`src/logic/mem_pkg.sv`:
```
`default_nettype none

package mem_pkg;

    // access size, matches funct3[1:0] of RV64 loads and stores
    typedef enum logic [1:0] {
        WDT8  = 2'b00,
        WDT16 = 2'b01,
        WDT32 = 2'b10,
        WDT64 = 2'b11
    } width_e;

    typedef enum logic {
        OP_LOAD  = 1'b0,
        OP_STORE = 1'b1
    } mem_op_e;

    // command as it arrives from the core side
    typedef struct packed {
        mem_op_e     op;
        width_e      width;
        logic        is_unsigned;
        logic [31:0] addr;
        logic [63:0] wdata;
    } mem_cmd_t;

    // wdata already sits in its byte lanes here
    typedef struct packed {
        mem_op_e     op;
        width_e      width;
        logic        is_unsigned;
        logic [31:0] addr;
        logic [7:0]  wstrb;
        logic [63:0] wdata;
        logic        misaligned;
    } mem_req_t;

    typedef struct packed {
        mem_op_e     op;
        logic [63:0] rdata;
        logic        error;
    } mem_rsp_t;

    // first ram doubleword
    localparam logic [31:0] RAM_BASE = 32'h8000_0000;

    // axi response codes in use
    localparam logic [1:0] RESP_OKAY   = 2'b00;
    localparam logic [1:0] RESP_SLVERR = 2'b10;

endpackage

`default_nettype wire

```
`src/logic/lsu_issue.sv`:
```
`timescale 1ns/1ps
`default_nettype none

module lsu_issue (
    input  wire logic               clk,
    input  wire logic               rst,
    input  wire logic               cmd_valid,
    output logic                    cmd_ready,
    input  wire mem_pkg::mem_cmd_t  cmd,
    output logic                    push,
    output mem_pkg::mem_req_t       push_data,
    input  wire logic               full
);
    import mem_pkg::*;

    logic     started;
    logic     held;
    mem_req_t req_nxt;
    logic     misaligned;
    logic [7:0] size_mask;

    // alignment and byte mask per access size
    always_comb begin
        misaligned = 1'b0;
        size_mask  = 8'h01;
        case (cmd.width)
            WDT8: begin
                misaligned = 1'b0;
                size_mask  = 8'h01;
            end
            WDT16: begin
                misaligned = cmd.addr[0];
                size_mask  = 8'h03;
            end
            WDT32: begin
                misaligned = |cmd.addr[1:0];
                size_mask  = 8'h0f;
            end
            WDT64: begin
                misaligned = |cmd.addr[2:0];
                size_mask  = 8'hff;
            end
        endcase
    end

    always_comb begin
        req_nxt.op          = cmd.op;
        req_nxt.width       = cmd.width;
        req_nxt.is_unsigned = cmd.is_unsigned;
        req_nxt.addr        = cmd.addr;
        req_nxt.wstrb       = size_mask << cmd.addr[2:0];
        // move store value up into its lane
        req_nxt.wdata       = cmd.wdata << {cmd.addr[2:0], 3'b000};
        req_nxt.misaligned  = misaligned;
    end

    // skid register drains as soon as the fifo has room
    assign push      = held && !full;
    assign cmd_ready = started && (!held || !full);

    always_ff @(posedge clk) begin
        if (rst) begin
            started <= 1'b0;
            held    <= 1'b0;
        end else begin
            started <= 1'b1;
            if (cmd_valid && cmd_ready) begin
                held <= 1'b1;
            end else if (push) begin
                held <= 1'b0;
            end
        end
    end

    always_ff @(posedge clk) begin
        if (cmd_valid && cmd_ready) begin
            push_data <= req_nxt;
        end
    end

endmodule

`default_nettype wire

```
`config.mk`:
```
export PLATFORM = sky130hd
export DESIGN_NAME = lsu_issue
export DESIGN_NICKNAME = d
export VERILOG_FILES = /design/src/logic/mem_pkg.sv /design/src/logic/lsu_issue.sv
export SDC_FILE = /design/constraint.sdc
export NUM_CORES = 1
export LEC_CHECK = 0
export BUFFER_PORTS_ARGS = -buffer_cell sky130_fd_sc_hd__buf_4
export CAP_MARGIN = 20
export CORE_ASPECT_RATIO = 1.75
export CORE_MARGIN = 4
export CORE_UTILIZATION = 35
export DETAILED_ROUTE_END_ITERATION = 8
export GPL_ROUTABILITY_DRIVEN = 0
export PLACE_DENSITY = 0.64
export SLEW_MARGIN = 20
export SYNTH_ARGS = -nofsm -noshare
export SYNTH_HDL_FRONTEND = slang
export SYNTH_SLANG_ARGS = --single-unit
```
`constraint.sdc`:
```
create_clock -name clk -period 9.4 [get_ports clk]
set_clock_uncertainty 0.05 [all_clocks]
set_input_delay 0.94 -clock clk [delete_from_list [all_inputs] [get_ports clk]]
set_output_delay 0.94 -clock clk [all_outputs]
set_load 0.01 [all_outputs]
```
==> out/metrics.yaml <==
synth_cells: 383
antenna_left: 0
n_antenna_cell: 0
max_cap_violations: 0
startpoint_type: "primary input"
die_area_um2: 17600
synth_ff_type: "edfxtp_1"
placementRows: 59
drc: 0
power_leakage_nw: 3.04
ys_warn_count: 0
grt_max_degree: 67
die_w_um: 102
pwr-share-clk: 0.329
cts.repair.resized: 0
tns_ns: 0
max-vdd-ir-drop_uv: 82.5
first_global_vias: 4121
nFillCells: 1334
syn2layout_area_growth_pct: 35.5
synth_edf_count: 109
cp.arrival_ns: 3.30
cts_buffers: 9
antenna_found_initial: 0
layout.cells.non_filler: 766
r2r_setup_slack_ns: 7.12
endpoint_kind: "flop"
routed_via_density: 5.24
grtUsageTotal: 0.171
fp.dieH_um: 172
hold_end: "held$_SDFFE_PP0P_"
cts_buffer_depth: 2
ys_async_sr_fraction: 0
dr.pass1.iters: 5
routed_wl_um: 15500
pwr-share-seq: 0.507
synth_cell_types: 34
place.detailed.hpwl_um: 10900
finalCritPeriodShare: 0.340
fmax_ghz: 0.313
power_switching_share: 0.255
hold_depth: 2
synth-seq-area-share: 0.613
required_ns: 9.51
wl_per_cell_um: 20.2
rr_endpoint: "push_data[3]$_SDFFCE_PP0P_"
mostFrequentLayoutCell: "buf_4"
grt_overflow_total: 0
syn_area_per_cell_um2: 14.1
grt_pass1_wl_um: 22500
num_vias: 4014
p_total_mw: 1.15
drt_iter0_markers: 166
min-delay-path-class: "reg -> reg"
layout_setup_ws_ns: 6.20
min_period_ns: 3.20
initial_core_util: 0.361
post-place-ws_ns: 5.89
slew_viol_final: 0
final_cell_mix: "217 x buf_4, 109 x edfxtp_1, 64 x mux2i_1"
cts_setup_buffers: 0
portBuffers: 214
core_um2: 15000
cts_root_buffer: "clkbuf_16"
max_slew.worst_pin.slew_ns: 0.938
powerDensity_nw_per_um2: 156
reg2reg_from: "started$_DFF_P_"
p_comb_frac: 0.165
p_int_mw: 0.854
p_sw_mw: 0.292
dp.cells: 750
critPathKind: "in -> reg"
worstSkewPairLatency_ns: 0.35
boundaryPins: 215
critPathMaxFanout: 66
synth.net_count: 487
hold_buffers: 0
rsz0062_at_grt: "false"
synth_seq_cells: 111
cts_tree: "done"
path_clk_slew_ns: 0.08
hold_viol_final: 0
slew-limit-headroom: 0.372
status: "finished, final reports clean"
numClockSinks: 111
syn-cell-area_um2: 5410
cts_max_level: 3
num-nets-final: 682
layout-drive-gt1-share: 0.420
reg2regPathDepth: 4
min_from: "held$_SDFFE_PP0P_"
setup_violations: 0
[flip-flops by register name (all words and copies together) (netlist names)]
signal,cells
started,1
push_data,109
held,1
[cell type report]
class,count,area (um2),area share
Sequential cell,111,3310,0.452
Multi-Input combinational cell,231,1840,0.251
Inverter,8,30.0,0.00410
Tap cell,183,229,0.0313
Clock buffer,10,229,0.0313
Clock inverter,6,57.6,0.00786
Timing Repair Buffer,217,1630,0.222
[power groups by stage]
stage               registers (mW)  logic [mW]  clock network, mW
finish                       0.580       0.189              0.377
global route                 0.583       0.205              0.405
CTS                          0.581       0.191              0.387
detailed placement           0.592       0.191                  0
global placement             0.592       0.186                  0
floorplan                    0.606      0.0887                  0
[how the worst max path moves through the flow]
stage / cells after the start / startpoint / endpoint / slack [ns]
floorplan: 2 / cmd_valid / push_data[0]$_SDFFCE_PN0P_ / 2.47
CTS: 5 / cmd[64] / push_data[54]$_DFFE_PP_ / 6.22
detailed placement: 5 / cmd[64] / push_data[55]$_DFFE_PP_ / 5.89
global route: 5 / cmd[64] / push_data[55]$_DFFE_PP_ / 6.03
global placement: 5 / cmd[64] / push_data[52]$_DFFE_PP_ / 5.96
finish: 5 / cmd[64] / push_data[54]$_DFFE_PP_ / 6.20
[critical path: stages]
cell       delay [ns]
buf_4            0.38
buf_4            0.77
nor2b_1          0.68
a2bb2oi_1        0.21
a221oi_1         0.29
[cell usage after synthesis (all sizes together), types with 3 or more instances]
master / n / area share
a21oi: 6 / 0.0056
buf: 23 / 0.037
o22ai: 8 / 0.0093
nand2b: 3 / 0.0035
o21ai: 20 / 0.019
inv: 8 / 0.0056
mux4: 8 / 0.034
and2: 9 / 0.010
clkbuf: 10 / 0.0069
nor2: 24 / 0.018
a211oi: 10 / 0.014
a2bb2oi: 7 / 0.011
a221oi: 8 / 0.014
nand2: 14 / 0.0097
o22a: 10 / 0.016
o21a: 9 / 0.012
edfxtp: 109 / 0.61
nor2b: 18 / 0.021
o221ai: 8 / 0.014
mux2i: 64 / 0.12
[cells by family (layout without fill, tap and decap cells)]
group | count (synthesis) | after routing | share of synthesized area
AOI/OAI and AO/OA | 87 | 87 | 0.117
muxes | 72 | 72 | 0.153
buffers and inverters | 41 | 241 | 0.0498
DFF | 111 | 111 | 0.613
and+or+nand+nor | 72 | 72 | 0.0676
[stage by stage]
step / utilization / area, um2 / hold WS (ns)
2_1_floorplan: - / 5410 / 0.398
3_3_place_gp: 0.470 / 7040 / 0.443
3_5_place_dp: 0.470 / 7040 / 0.466
4_1_cts: 0.489 / 7330 / 0.478
5_1_grt: 0.489 / 7330 / 0.525
6_report: 0.489 / 7330 / 0.473
[routing by layer]
layer,GRT usage,share of wire,vias up
met5,0,0,-
met2,0.312,0.54,168
met1,0.189,0.36,1951
met3,0.0351,0.071,23
met4,0.0748,0.027,0
li1,-,-,1872
No activity file was read; power rests on OpenSTA's default activity.
