===== src/logic/mem_pkg.sv =====
`default_nettype none

package mem_pkg;

    // access size, matches funct3[1:0] of RV64 loads and stores
    typedef enum logic [1:0] {
        WDT8  = 2'b00,
        WDT16 = 2'b01,
        WDT32 = 2'b10,
        WDT64 = 2'b11
    } width_e;

    typedef enum logic {
        OP_LOAD  = 1'b0,
        OP_STORE = 1'b1
    } mem_op_e;

    // command as it arrives from the core side
    typedef struct packed {
        mem_op_e     op;
        width_e      width;
        logic        is_unsigned;
        logic [31:0] addr;
        logic [63:0] wdata;
    } mem_cmd_t;

    // wdata already sits in its byte lanes here
    typedef struct packed {
        mem_op_e     op;
        width_e      width;
        logic        is_unsigned;
        logic [31:0] addr;
        logic [7:0]  wstrb;
        logic [63:0] wdata;
        logic        misaligned;
    } mem_req_t;

    typedef struct packed {
        mem_op_e     op;
        logic [63:0] rdata;
        logic        error;
    } mem_rsp_t;

    // first ram doubleword
    localparam logic [31:0] RAM_BASE = 32'h8000_0000;

    // axi response codes in use
    localparam logic [1:0] RESP_OKAY   = 2'b00;
    localparam logic [1:0] RESP_SLVERR = 2'b10;

endpackage

`default_nettype wire


===== src/logic/req_fifo.sv =====
`timescale 1ns/1ps
`default_nettype none

module req_fifo #(
    parameter int FIFO_DEPTH = 4
) (
    input  wire logic               clk,
    input  wire logic               rst,
    input  wire logic               push,
    input  wire mem_pkg::mem_req_t  push_data,
    output logic                    full,
    input  wire logic               pop,
    output mem_pkg::mem_req_t       pop_data,
    output logic                    empty
);
    import mem_pkg::*;

    localparam int PW = (FIFO_DEPTH > 1) ? $clog2(FIFO_DEPTH) : 1;
    localparam int CW = $clog2(FIFO_DEPTH + 1);

    mem_req_t        mem [FIFO_DEPTH];
    logic [PW-1:0]   wr_ptr;
    logic [PW-1:0]   rd_ptr;
    logic [CW-1:0]   count;
    logic            do_push;
    logic            do_pop;

    assign full     = (count == CW'(FIFO_DEPTH));
    assign empty    = (count == '0);
    assign do_push  = push && !full;
    assign do_pop   = pop && !empty;
    assign pop_data = mem[rd_ptr];

    always_ff @(posedge clk) begin
        if (rst) begin
            wr_ptr <= '0;
            rd_ptr <= '0;
            count  <= '0;
        end else begin
            if (do_push) begin
                // wrap by compare, depth need not be a power of two
                wr_ptr <= (wr_ptr == PW'(FIFO_DEPTH - 1)) ? '0 : wr_ptr + 1'b1;
            end
            if (do_pop) begin
                rd_ptr <= (rd_ptr == PW'(FIFO_DEPTH - 1)) ? '0 : rd_ptr + 1'b1;
            end
            if (do_push && !do_pop) begin
                count <= count + 1'b1;
            end else if (do_pop && !do_push) begin
                count <= count - 1'b1;
            end
        end
    end

    always_ff @(posedge clk) begin
        if (do_push) begin
            mem[wr_ptr] <= push_data;
        end
    end

endmodule

`default_nettype wire


===== config.mk =====
export PLATFORM = sky130hd
export DESIGN_NAME = req_fifo
export DESIGN_NICKNAME = d
export VERILOG_FILES = /design/src/logic/mem_pkg.sv /design/src/logic/req_fifo.sv
export SDC_FILE = /design/constraint.sdc
export NUM_CORES = 1
export LEC_CHECK = 0
export BUFFER_PORTS_ARGS = -buffer_cell sky130_fd_sc_hd__buf_2
export CELL_PAD_IN_SITES_DETAIL_PLACEMENT = 0
export CELL_PAD_IN_SITES_GLOBAL_PLACEMENT = 1
export CORE_MARGIN = 3
export CORE_UTILIZATION = 38
export CTS_CLUSTER_DIAMETER = 40
export DETAILED_ROUTE_END_ITERATION = 12
export PLACE_DENSITY = 0.67
export SYNTH_ARGS = -nofsm -noshare
export SYNTH_HDL_FRONTEND = slang
export SYNTH_SLANG_ARGS = --single-unit
export TNS_END_PERCENT = 30

===== constraint.sdc =====
create_clock -name clk -period 3.69 [get_ports clk]
set_clock_uncertainty 0.05 [all_clocks]
set_input_delay 0.1845 -clock clk [delete_from_list [all_inputs] [get_ports clk]]
set_output_delay 0.1845 -clock clk [all_outputs]
set_load 0.005 [all_outputs]

==> flow_metrics.py, run 1 <==
metrics = {
    "sta": {
        "report.final.slew_viol_count": 0,
        "finalSetupViolations": 0,
        "setup-tns-final_ns": 0,
        "max_clock_freq_mhz": 402.1,
        "fin_crit_sh_pct": 67.39,
        "setup_repair_after_global_routing_missed_its_margin": "no",
        "slew_headroom_pct": 60.61,
        "period_needed_ns": 2.487,
        "whs_ns": 0.2827,
        "hold_viol_final": 0,
        "max_slew.worst_pin.slew_ns": 0.5908,
    },
    "drt": {
        "firstDrtPassIters": 4,
        "drtIter0Drc": 467,
        "route.vias.total": 7859,
        "routed_wire_length_per_instance_um": 21.09,
        "drc": 0,
        "post_drt_via_cell_ratio": 4.940,
        "final_antenna_net_count": 0,
        "drt_wl_total_mm": 33.55,
    },
    "cts": {
        "numCtsBuffers": 61,
        "cts_max_path_buffers": 3,
        "cts.root.buffer_cell": "clkbuf_16",
        "path_clk_slew_ns": 0.06,
        "clock_tree.htree_level_count": 2,
        "post_cts_resize_count": 0,
        "cts_tree": "built",
        "cts_setup_buffers": 0,
        "clock_insertion_delay_worst_skew_ns": 0.59,
        "tritoncts_num_sinks": 445,
    },
    "logic_synthesis": {
        "synth-compound-area-share_pct": 0.2479,
        "synth_top_family_by_area": "multiplexers",
        "synth_adder_area_share_pct": 0.5889,
        "yosysWarningCount": 0,
        "netlist_instances": 619,
        "synthesis.nets": 739,
        "synth.cell_area_um2": 16150,
        "synth.mux.area_fraction_pct": 15.33,
        "seq_area_frac_synth_pct": 82.19,
        "yosys.cell_types.count": 24,
        "synth_simple_gate_area_share_pct": 0.5269,
        "synth_xor_area_share_pct": 0.1085,
        "ys_ff_latch": 445,
        "postSynthAreaPerCell_um2": 26.09,
    },
    "critical_path": {
        "setup.worst_path.class": "reg2out",
        "critPathMaxStageDelay_ns": 0.64,
        "cp.arrival_ns": 2.25,
        "crit_required_ns": 3.46,
        "timing.critical_path.to_type": "output port",
        "critical_path_peak_fanout": 62,
        "worst-path-buf-inv": 2,
        "critical_path.top_delay_family": "multiplexers",
        "cp-start-kind": "flip-flop",
        "critical_path.cell_chain": "buf_12 -> mux4_2 -> buf_2",
        "critical_path.slowest_cell": "mux4_2",
    },
    "die": {
        "core_area_um2": 41390,
        "area_of_the_die_um2": 45000,
        "rows": 74,
        "die_h_um": 212.1,
        "pin_count": 224,
        "chipWidth_um": 212.1,
        "initial_util_pct": 39.02,
    },
    "global_routing": {
        "grt_pass1_wl_mm": 51.53,
        "via_count_of_the_first_global_routing_pass": 8782,
        "grt_usage_pct": 15.23,
        "grt_max_degree": 64,
        "initial_antenna_violation_count": 0,
        "overflow": 0,
    },
    "layout": {
        "layout.cells.most_common": "edfxtp_1",
        "final_net_count": 1128,
        "final_util_pct": 51.18,
        "fin_area_um2": 21180,
        "area_growth_syn_to_layout_pct": 31.18,
        "commonest_cells_after_routing_fill_and_taps_aside": "436 x edfxtp_1, 223 x buf_2, 113 x dlygate4sd3_1",
        "post_route_cells_drive_above_1_share_pct": 43.38,
    },
    "hold_path": {
        "min_path_type": "in2reg",
    },
    "power_and_ir_drop": {
        "vdd_ir_drop_max_uv": 432.4,
        "total_leakage_power_uw": 0.007239,
        "power_uw": 14530,
        "powerDensity_nw_per_um2": 685.9,
    },
    "placed_design": {
        "global_placement_routability_congestion": 0.6979,
        "postPlaceCellArea_um2": 18020,
        "placement.io_buffers": 223,
        "dp.final_hpwl_mm": 19.99,
    },
    "outcome": {
        "status": "finished clean",
    },
    "run": {
        "drv.max_cap_violation_count": 0,
    },
}
-- cell type report --
cell class	instances	area [µm²]
flip-flops and latches	445	13280
inverters	5	20.02
well taps	532	665.6
diodes	1	2.502
clock buffers	68	1553
repair buffers	352	2455
multi-input cells	143	2733
fillers	3276	20200
clock inverters	45	474.2
-- registers in the layout, indices dropped and copies added, names as in the netlist, named ones only --
name / count
count: 3
rd_ptr: 2
mem: 436
wr_ptr: 2
-- cell families (layout without fill, tap and decap cells) --
kind of cell | after synthesis | count (layout)
other cells | 0 | 1
flops | 445 | 445
simple gates | 16 | 16
fa+ha+maj | 7 | 7
compound gates | 7 | 7
xor+xnor | 2 | 2
mux | 111 | 111
buf+inv | 31 | 470
-- cell usage after synthesis --
| cell type | count | area share (%) |
|---|---|---|
| and3_1 | 4 | 0.15 |
| fa_1 | 1 | 0.12 |
| xor2_1 | 2 | 0.11 |
| nor3_1 | 2 | 0.062 |
| buf_6 | 2 | 0.14 |
| nand3_1 | 2 | 0.062 |
| dfxtp_1 | 9 | 1.1 |
| buf_2 | 12 | 0.37 |
| o31ai_1 | 2 | 0.093 |
| a21oi_1 | 3 | 0.093 |
| edfxtp_1 | 436 | 81 |
| clkinv_2 | 1 | 0.031 |
| clkbuf_1 | 10 | 0.23 |
| inv_1 | 4 | 0.093 |
| ha_1 | 6 | 0.46 |
| buf_4 | 1 | 0.047 |
| nand2_1 | 1 | 0.023 |
| o21ai_0 | 2 | 0.062 |
| buf_8 | 1 | 0.093 |
| nor2_1 | 4 | 0.093 |
| mux4_2 | 109 | 15 |
| or3_1 | 2 | 0.077 |
| or3b_1 | 1 | 0.054 |
| mux2i_1 | 2 | 0.12 |
-- per-stage QoR --
stage	worst slack, ns	std cells
2_1_floorplan	-0.08724	619
3_3_place_gp	1.382	1364
3_5_place_dp	1.367	1364
4_1_cts	1.122	1590
5_1_grt	1.072	1590
6_report	1.203	1591
-- worst reg2reg max path: stages, from the launching register on --
cell and delay [ns]:
dfxtp_1 0.43, or3b_1 0.29, clkinv_2 0.10, nor2_1 0.15, ha_1 0.21, inv_1 0.06
fa_1 0.37, xor2_1 0.15, or3_1 0.31, a21oi_1 0.14
-- worst paths after layout --
kind                            slack (ns)      endpoint  depth (start not counted)          from
worst max register to register        1.35      count[2]                          9      count[0]
worst min register to register        0.46     flip-flop                          2     rd_ptr[0]
worst max-delay path                  1.20  pop_data[43]                          3     flip-flop
worst min-delay path                  0.28     mem[3][8]                          2  push_data[8]
-- what timing repair did --
| item | 4_1_cts | 5_1_grt |
|---|---|---|
| hold buffers | 113 | 0 |
| endpoints found under the hold margin | 445 | 0 |
| setup endpoints to repair | 0 | 0 |
-- routing by layer --
metal,routed length (µm),track usage (%)
met5,0,0
met2,17170,26.09
met1,13770,19.22
met4,821,5.150
met3,1787,3.586
-- power breakdown --
group,internal (µW),switching (µW),leakage (µW),total [µW]
Combinational,1320,1300,0.00218,2620
Sequential,6110,128,0.00407,6240
Clock,3360,2310,0.000992,5670
(Power assumes the default switching activity.)
==> run 2: changes to the inputs <==
ABC_AREA = 1   (was default)
PLACE_DENSITY = 0.7   (was 0.67)
clock period = 2.02 ns   (was 3.69 ns; I/O delays follow)
==> flow_metrics.py, run 2 <==
metrics = {
    "placed_design": {
        "placement.io_buffers": 223,
        "dp.final_hpwl_mm": 21.52,
        "global_placement_routability_congestion": 0.7329,
        "postPlaceCellArea_um2": 18670,
    },
    "drt": {
        "firstDrtPassIters": 4,
        "post_drt_via_cell_ratio": 5.061,
        "drtIter0Drc": 722,
        "routed_wire_length_per_instance_um": 20.88,
        "drt_wl_total_mm": 44.86,
        "final_antenna_net_count": 0,
        "route.vias.total": 10870,
        "drc": 0,
    },
    "die": {
        "area_of_the_die_um2": 46210,
        "core_area_um2": 42510,
        "die_h_um": 215.0,
        "initial_util_pct": 39.04,
        "pin_count": 224,
        "chipWidth_um": 215.0,
        "rows": 75,
    },
    "sta": {
        "max_slew.worst_pin.slew_ns": 0.4353,
        "max_clock_freq_mhz": 486.7,
        "setup_repair_after_global_routing_missed_its_margin": "yes",
        "fin_crit_sh_pct": 101.7,
        "report.final.slew_viol_count": 0,
        "hold_viol_final": 0,
        "setup-tns-final_ns": -0.07141,
        "whs_ns": 0.1585,
        "final_critical_path_setup_slack_ns": -0.03477,
        "finalSetupViolations": 4,
        "slew_headroom_pct": 70.98,
        "period_needed_ns": 2.055,
    },
    "critical_path": {
        "critical_path.slowest_cell": "dfxtp_4",
        "cp.arrival_ns": 1.90,
        "critical_path.cell_chain": "clkbuf_16 -> inv_8 -> buf_6 -> o21ai_0 -> o22ai_1 -> buf_2",
        "crit_required_ns": 1.87,
        "crit-reg2reg-launch": "count[1]",
        "rrSetupSlack_ns": 0.19,
        "cp-start-kind": "flip-flop",
        "r2r_end": "count[2]",
        "critPathMaxStageDelay_ns": 0.36,
        "critical_path.top_delay_family": "buffers and inverters",
        "timing.reg2reg.worst_path_depth": 12,
        "worst-path-buf-inv": 4,
        "timing.critical_path.to_type": "output port",
        "number_of_logic_stages_on_the_critical_path_including_buffering": 6,
        "critical_path_peak_fanout": 12,
        "endpoint": "pop_data[56]",
        "setup.worst_path.class": "reg2out",
    },
    "global_routing": {
        "grt_max_degree": 63,
        "initial_antenna_violation_count": 2,
        "grt_usage_pct": 17.72,
        "overflow": 0,
        "via_count_of_the_first_global_routing_pass": 10990,
        "grt_pass1_wl_mm": 63.39,
    },
    "cts": {
        "clock_tree.htree_level_count": 2,
        "cts.root.buffer_cell": "clkbuf_16",
        "clock_insertion_delay_worst_skew_ns": 0.59,
        "cts_tree": "built",
        "path_clk_slew_ns": 0.06,
        "cts_max_path_buffers": 3,
        "numCtsBuffers": 59,
        "tritoncts_num_sinks": 445,
    },
    "power_and_ir_drop": {
        "total_leakage_power_uw": 0.008303,
        "power.switching_uw": 9786,
        "seqPwrFrac_pct": 36.4,
        "pwr-share-clk_pct": 33.5,
        "p_int_uw": 21900,
        "vdd_ir_drop_max_uv": 831.5,
        "comb_power_share_pct": 30.1,
        "powerDensity_nw_per_um2": 1374,
        "swShare_pct": 30.88,
    },
    "layout": {
        "final_net_count": 1644,
        "reg.largest.list": "mem: 436 flops, count: 3 flops",
        "layout.cells.most_common": "edfxtp_1",
        "fill_cells": 3388,
        "area_growth_syn_to_layout_pct": 38.92,
        "commonest_cells_after_routing_fill_and_taps_aside": "436 x edfxtp_1, 223 x buf_2, 207 x nor2_1",
        "registers.top_by_ff_count": "mem",
        "post_route_cells_drive_above_1_share_pct": 31.21,
        "fin_area_um2": 23050,
        "largest_register_ffs": 436,
    },
    "logic_synthesis": {
        "yosysWarningCount": 0,
        "synth.cell_area_um2": 16590,
        "ys_top_cells_by_area": "edfxtp_1 79%, o21ai_0 6.2%, nor2_1 5.1%",
        "synth_top_area_share_pct": 78.90,
        "seq_area_frac_synth_pct": 79.98,
        "async_s_r_ff_share_synth_pct": 0,
        "synthesis.nets": 1245,
        "yosysMostFrequentCell": "edfxtp_1",
        "postSynth.topFlopCell": "edfxtp_1",
        "yosys.cell_types.count": 22,
        "netlist_instances": 1125,
        "synth_edf_count": 436,
        "ys_top_cells_by_count": "436 x edfxtp_1, 225 x nor2_1, 206 x o21ai_0, 109 x o22ai_1, 31 x buf_2",
        "postSynthAreaPerCell_um2": 14.75,
        "synthDominantAreaCellType": "edfxtp_1",
        "ys_ff_latch": 445,
    },
    "outcome": {
        "violations": "setup timing",
        "status": "finished, violations left",
    },
    "hold_path": {
        "min_path_type": "in2reg",
    },
    "run": {
        "drv.max_cap_violation_count": 0,
    },
}
-- run 2: how the worst min path moves through the flow --
stage | from | depth (start not counted) | to
2_1_floorplan | rst | 1 | count[0]
3_3_place_gp | rst | 2 | count[0]
3_5_place_dp | rst | 2 | count[0]
4_1_cts | rst | 3 | count[0]
5_1_grt | rst | 3 | count[0]
6_report | rst | 3 | count[0]
-- run 2: power groups by stage --
stage | sequential (µW) | combinational [µW] | clock, µW
3_3_place_gp | 11700 | 7040 | 0
6_report | 11500 | 9530 | 10600
5_1_grt | 11600 | 10300 | 11300
2_1_floorplan | 11700 | 3810 | 0
3_5_place_dp | 11700 | 7100 | 0
4_1_cts | 11500 | 8480 | 10800
-- run 2: worst min-delay path, stage by stage --
cell and delay (ns):
dlygate4sd3_1 0.52, buf_2 0.10, nor2_1 0.04
-- run 2: logic make-up (layout without fill, tap and decap cells) --
kind of cell / after synthesis / after routing / synth area share (%)
xor+xnor: 1 / 1 / 0.05279
compound gates: 330 / 330 / 10.77
other cells: 0 / 1 / 0
buf+inv: 89 / 534 / 2.677
flops: 445 / 445 / 79.98
fa+ha+maj: 7 / 7 / 0.5730
simple gates: 253 / 253 / 5.941
-- run 2: stage by stage --
step                      instances  total power, µW  worst slack, ns  util (%)
after floorplan                1125            15460          -0.6972         -
after global placement         1890            18710           0.2067     43.93
after detailed placement       1890            18790           0.1699     43.93
after CTS                      2126            30790         -0.08606     52.68
after global routing           2148            33240         -0.08353     54.23
final                          2148            31680         -0.03477     54.23
-- run 2: layout make-up --
class                   count  area [µm²]  area share (%)
flip-flops and latches    445       13280           57.62
repair buffers            406        3622           15.71
multi-input cells         591        3236           14.04
clock buffers              64        1495           6.486
well taps                 577       721.9           3.132
clock inverters            43       553.0           2.399
inverters                  18       106.4          0.4613
repair inverters            3       33.78          0.1465
diodes                      1       2.502         0.01085
-- run 2: timing repair --
item                       CTS  global route
gates cloned                11            18
hold endpoints to repair   445             0
pin swaps                   20            26
setup endpoints to repair  105           106
hold buffers               112             0
buffers inserted             6             5
gates resized for setup     72           122
-- run 2: layer usage --
layer | vias up | GRT usage, % | part of all wire, %
met4 | 0 | 6.257 | 2.3
met3 | 63 | 3.771 | 6.2
li1 | 5069 | - | -
met1 | 5398 | 22.97 | 43
met2 | 341 | 29.73 | 49
met5 | - | 0 | 0
==> run 3: changes to the inputs <==
CTS_CLUSTER_DIAMETER = 120   (was 40)
MAX_ROUTING_LAYER = met4   (was default)
PLACE_DENSITY = 0.68   (was 0.7)
clock period = 2.4 ns   (was 2.02 ns; I/O delays follow)
==> flow_metrics.py, run 3 (synthesized netlist as in run 2, its figures left out) <==
metrics = {
    "layout": {
        "largest_register_ffs": 436,
        "layout.cells.most_common": "edfxtp_1",
        "post_route_cells_drive_above_1_share_pct": 21.98,
        "commonest_cells_after_routing_fill_and_taps_aside": "436 x edfxtp_1, 223 x buf_2, 220 x nor2_1",
        "fill_cells": 3665,
        "area_growth_syn_to_layout_pct": 26.68,
        "final_util_pct": 49.45,
        "reg.largest.list": "mem: 436 flops, count: 3 flops",
        "fin_area_um2": 21020,
        "post_route_non_filler_standard_cell_count": 2070,
        "final_net_count": 1577,
        "registers.top_by_ff_count": "mem",
    },
    "power_and_ir_drop": {
        "power_uw": 22270,
        "swShare_pct": 30.14,
        "vdd_ir_drop_max_uv": 701.2,
        "p_int_uw": 15560,
        "seqPwrFrac_pct": 43.4,
        "comb_power_share_pct": 26.4,
        "total_leakage_power_uw": 0.007365,
        "power.switching_uw": 6712,
        "powerDensity_nw_per_um2": 1059,
        "pwr-share-clk_pct": 30.1,
    },
    "critical_path": {
        "cp.arrival_ns": 2.10,
        "cp-start-kind": "flip-flop",
        "timing.critical_path.to_type": "output port",
        "r2r_end": "count[1]",
        "crit-reg2reg-launch": "count[1]",
        "crit_required_ns": 2.23,
        "timing.reg2reg.worst_path_depth": 9,
        "critical_path_peak_fanout": 116,
        "rrSetupSlack_ns": 0.49,
        "endpoint": "pop_data[65]",
        "setup.worst_path.class": "reg2out",
    },
    "placed_design": {
        "placement.io_buffers": 223,
        "postPlaceCellArea_um2": 18480,
        "place.detailed.instances": 1874,
        "global_placement_routability_congestion": 0.7218,
        "dp.final_hpwl_mm": 20.35,
    },
    "cts": {
        "cts_setup_buffers": 0,
        "numCtsBuffers": 46,
        "cts.root.buffer_cell": "clkbuf_16",
        "cts_tree": "built",
        "cts_max_path_buffers": 3,
        "clock_insertion_delay_worst_skew_ns": 0.56,
        "clock_tree.htree_level_count": 2,
        "path_clk_slew_ns": 0.06,
        "tritoncts_num_sinks": 445,
    },
    "sta": {
        "report.final.slew_viol_count": 0,
        "period_needed_ns": 2.270,
        "setup_repair_after_global_routing_missed_its_margin": "no",
        "max_slew.worst_pin.slew_ns": 0.5974,
        "setup-tns-final_ns": 0,
        "hold_viol_final": 0,
        "fin_crit_sh_pct": 94.60,
        "finalSetupViolations": 0,
        "max_clock_freq_mhz": 440.5,
        "slew_headroom_pct": 60.17,
    },
    "die": {
        "chipWidth_um": 215.0,
        "initial_util_pct": 39.04,
        "pin_count": 224,
        "die_h_um": 215.0,
        "rows": 75,
        "area_of_the_die_um2": 46210,
        "core_area_um2": 42510,
    },
    "global_routing": {
        "via_count_of_the_first_global_routing_pass": 10270,
        "grt_max_degree": 117,
        "grt_pass1_wl_mm": 58.95,
        "initial_antenna_violation_count": 1,
        "overflow": 0,
        "grt_usage_pct": 16.64,
    },
    "drt": {
        "drtIter0Drc": 630,
        "post_drt_via_cell_ratio": 4.951,
        "firstDrtPassIters": 5,
        "drc": 0,
        "routed_wire_length_per_instance_um": 18.27,
        "route.vias.total": 10250,
        "final_antenna_net_count": 0,
        "drt_wl_total_mm": 37.82,
    },
    "hold_path": {
        "min_path_type": "in2reg",
    },
    "outcome": {
        "status": "finished clean",
    },
    "run": {
        "drv.max_cap_violation_count": 0,
    },
}
run 3: cell count changes in the layout (fill, tap and decap cells not counted), sizes merged:
| cell | change |
|---|---|
| clkinv | -3 |
| buf | -39 |
| inv | -14 |
| clkbuf | -15 |
| bufinv | -6 |
| clkinvlp | -1 |
run 3: worst max-delay path, stage by stage, from the launching register on:
cell,delay (ns)
dfxtp_4,0.41
buf_12,0.33
o21ai_0,0.17
o22ai_1,0.28
buf_2,0.18
run 3: final cells by class:
| cell class | count | area [µm²] | area share [%] |
|---|---|---|---|
| Tap cell | 577 | 721.9 | 3.434 |
| Timing Repair Buffer | 355 | 2604 | 12.39 |
| Clock inverter | 22 | 186.4 | 0.8868 |
| Inverter | 18 | 76.32 | 0.3631 |
| Sequential cell | 445 | 13280 | 63.18 |
| Multi-Input combinational cell | 591 | 2920 | 13.89 |
| Clock buffer | 61 | 1229 | 5.845 |
| Antenna cell | 1 | 2.502 | 0.01190 |
run 3: timing repair:
action                                  in CTS  in global routing
endpoints found under the setup margin       0                  7
gates resized for setup                      0                  2
endpoints found under the hold margin      445                  0
hold buffers                               112                  0
run 3: layer usage:
metal  GRT usage (%)  vias up  share of wire [%]
met1           21.42     5040                 43
met2           26.69      245                 49
li1                -     4904                  -
met5               -        -                  0
met3           3.799       60                5.7
met4           4.781        0                2.3
run 3: metrics by stage:
stage / hold slack [ns] / setup WS, ns
floorplan: 0.1350 / -0.3172
CTS: 0.1783 / 0.04428
detailed placement: 0.2438 / 0.4818
global placement: 0.2395 / 0.5410
global route: 0.2074 / 0.03462
finish: 0.2168 / 0.1296
run 3: worst min-delay path by stage:
stage          cells past startpoint  startpoint       end  slack [ns]
3_3_place_gp                       2         rst  count[0]        0.24
4_1_cts                            3         rst  count[0]        0.18
3_5_place_dp                       2         rst  count[0]        0.24
2_1_floorplan                      1         rst  count[0]        0.13
6_report                           3         rst  count[0]        0.22
5_1_grt                            3         rst  count[0]        0.21
run 3: power groups by stage:
stage	combinational [µW]	clock [µW]	sequential, µW
3_3_place_gp	5810	0	9820
2_1_floorplan	3210	0	9810
3_5_place_dp	5850	0	9830
5_1_grt	6610	7260	9730
6_report	5890	6710	9670
4_1_cts	6030	6900	9670
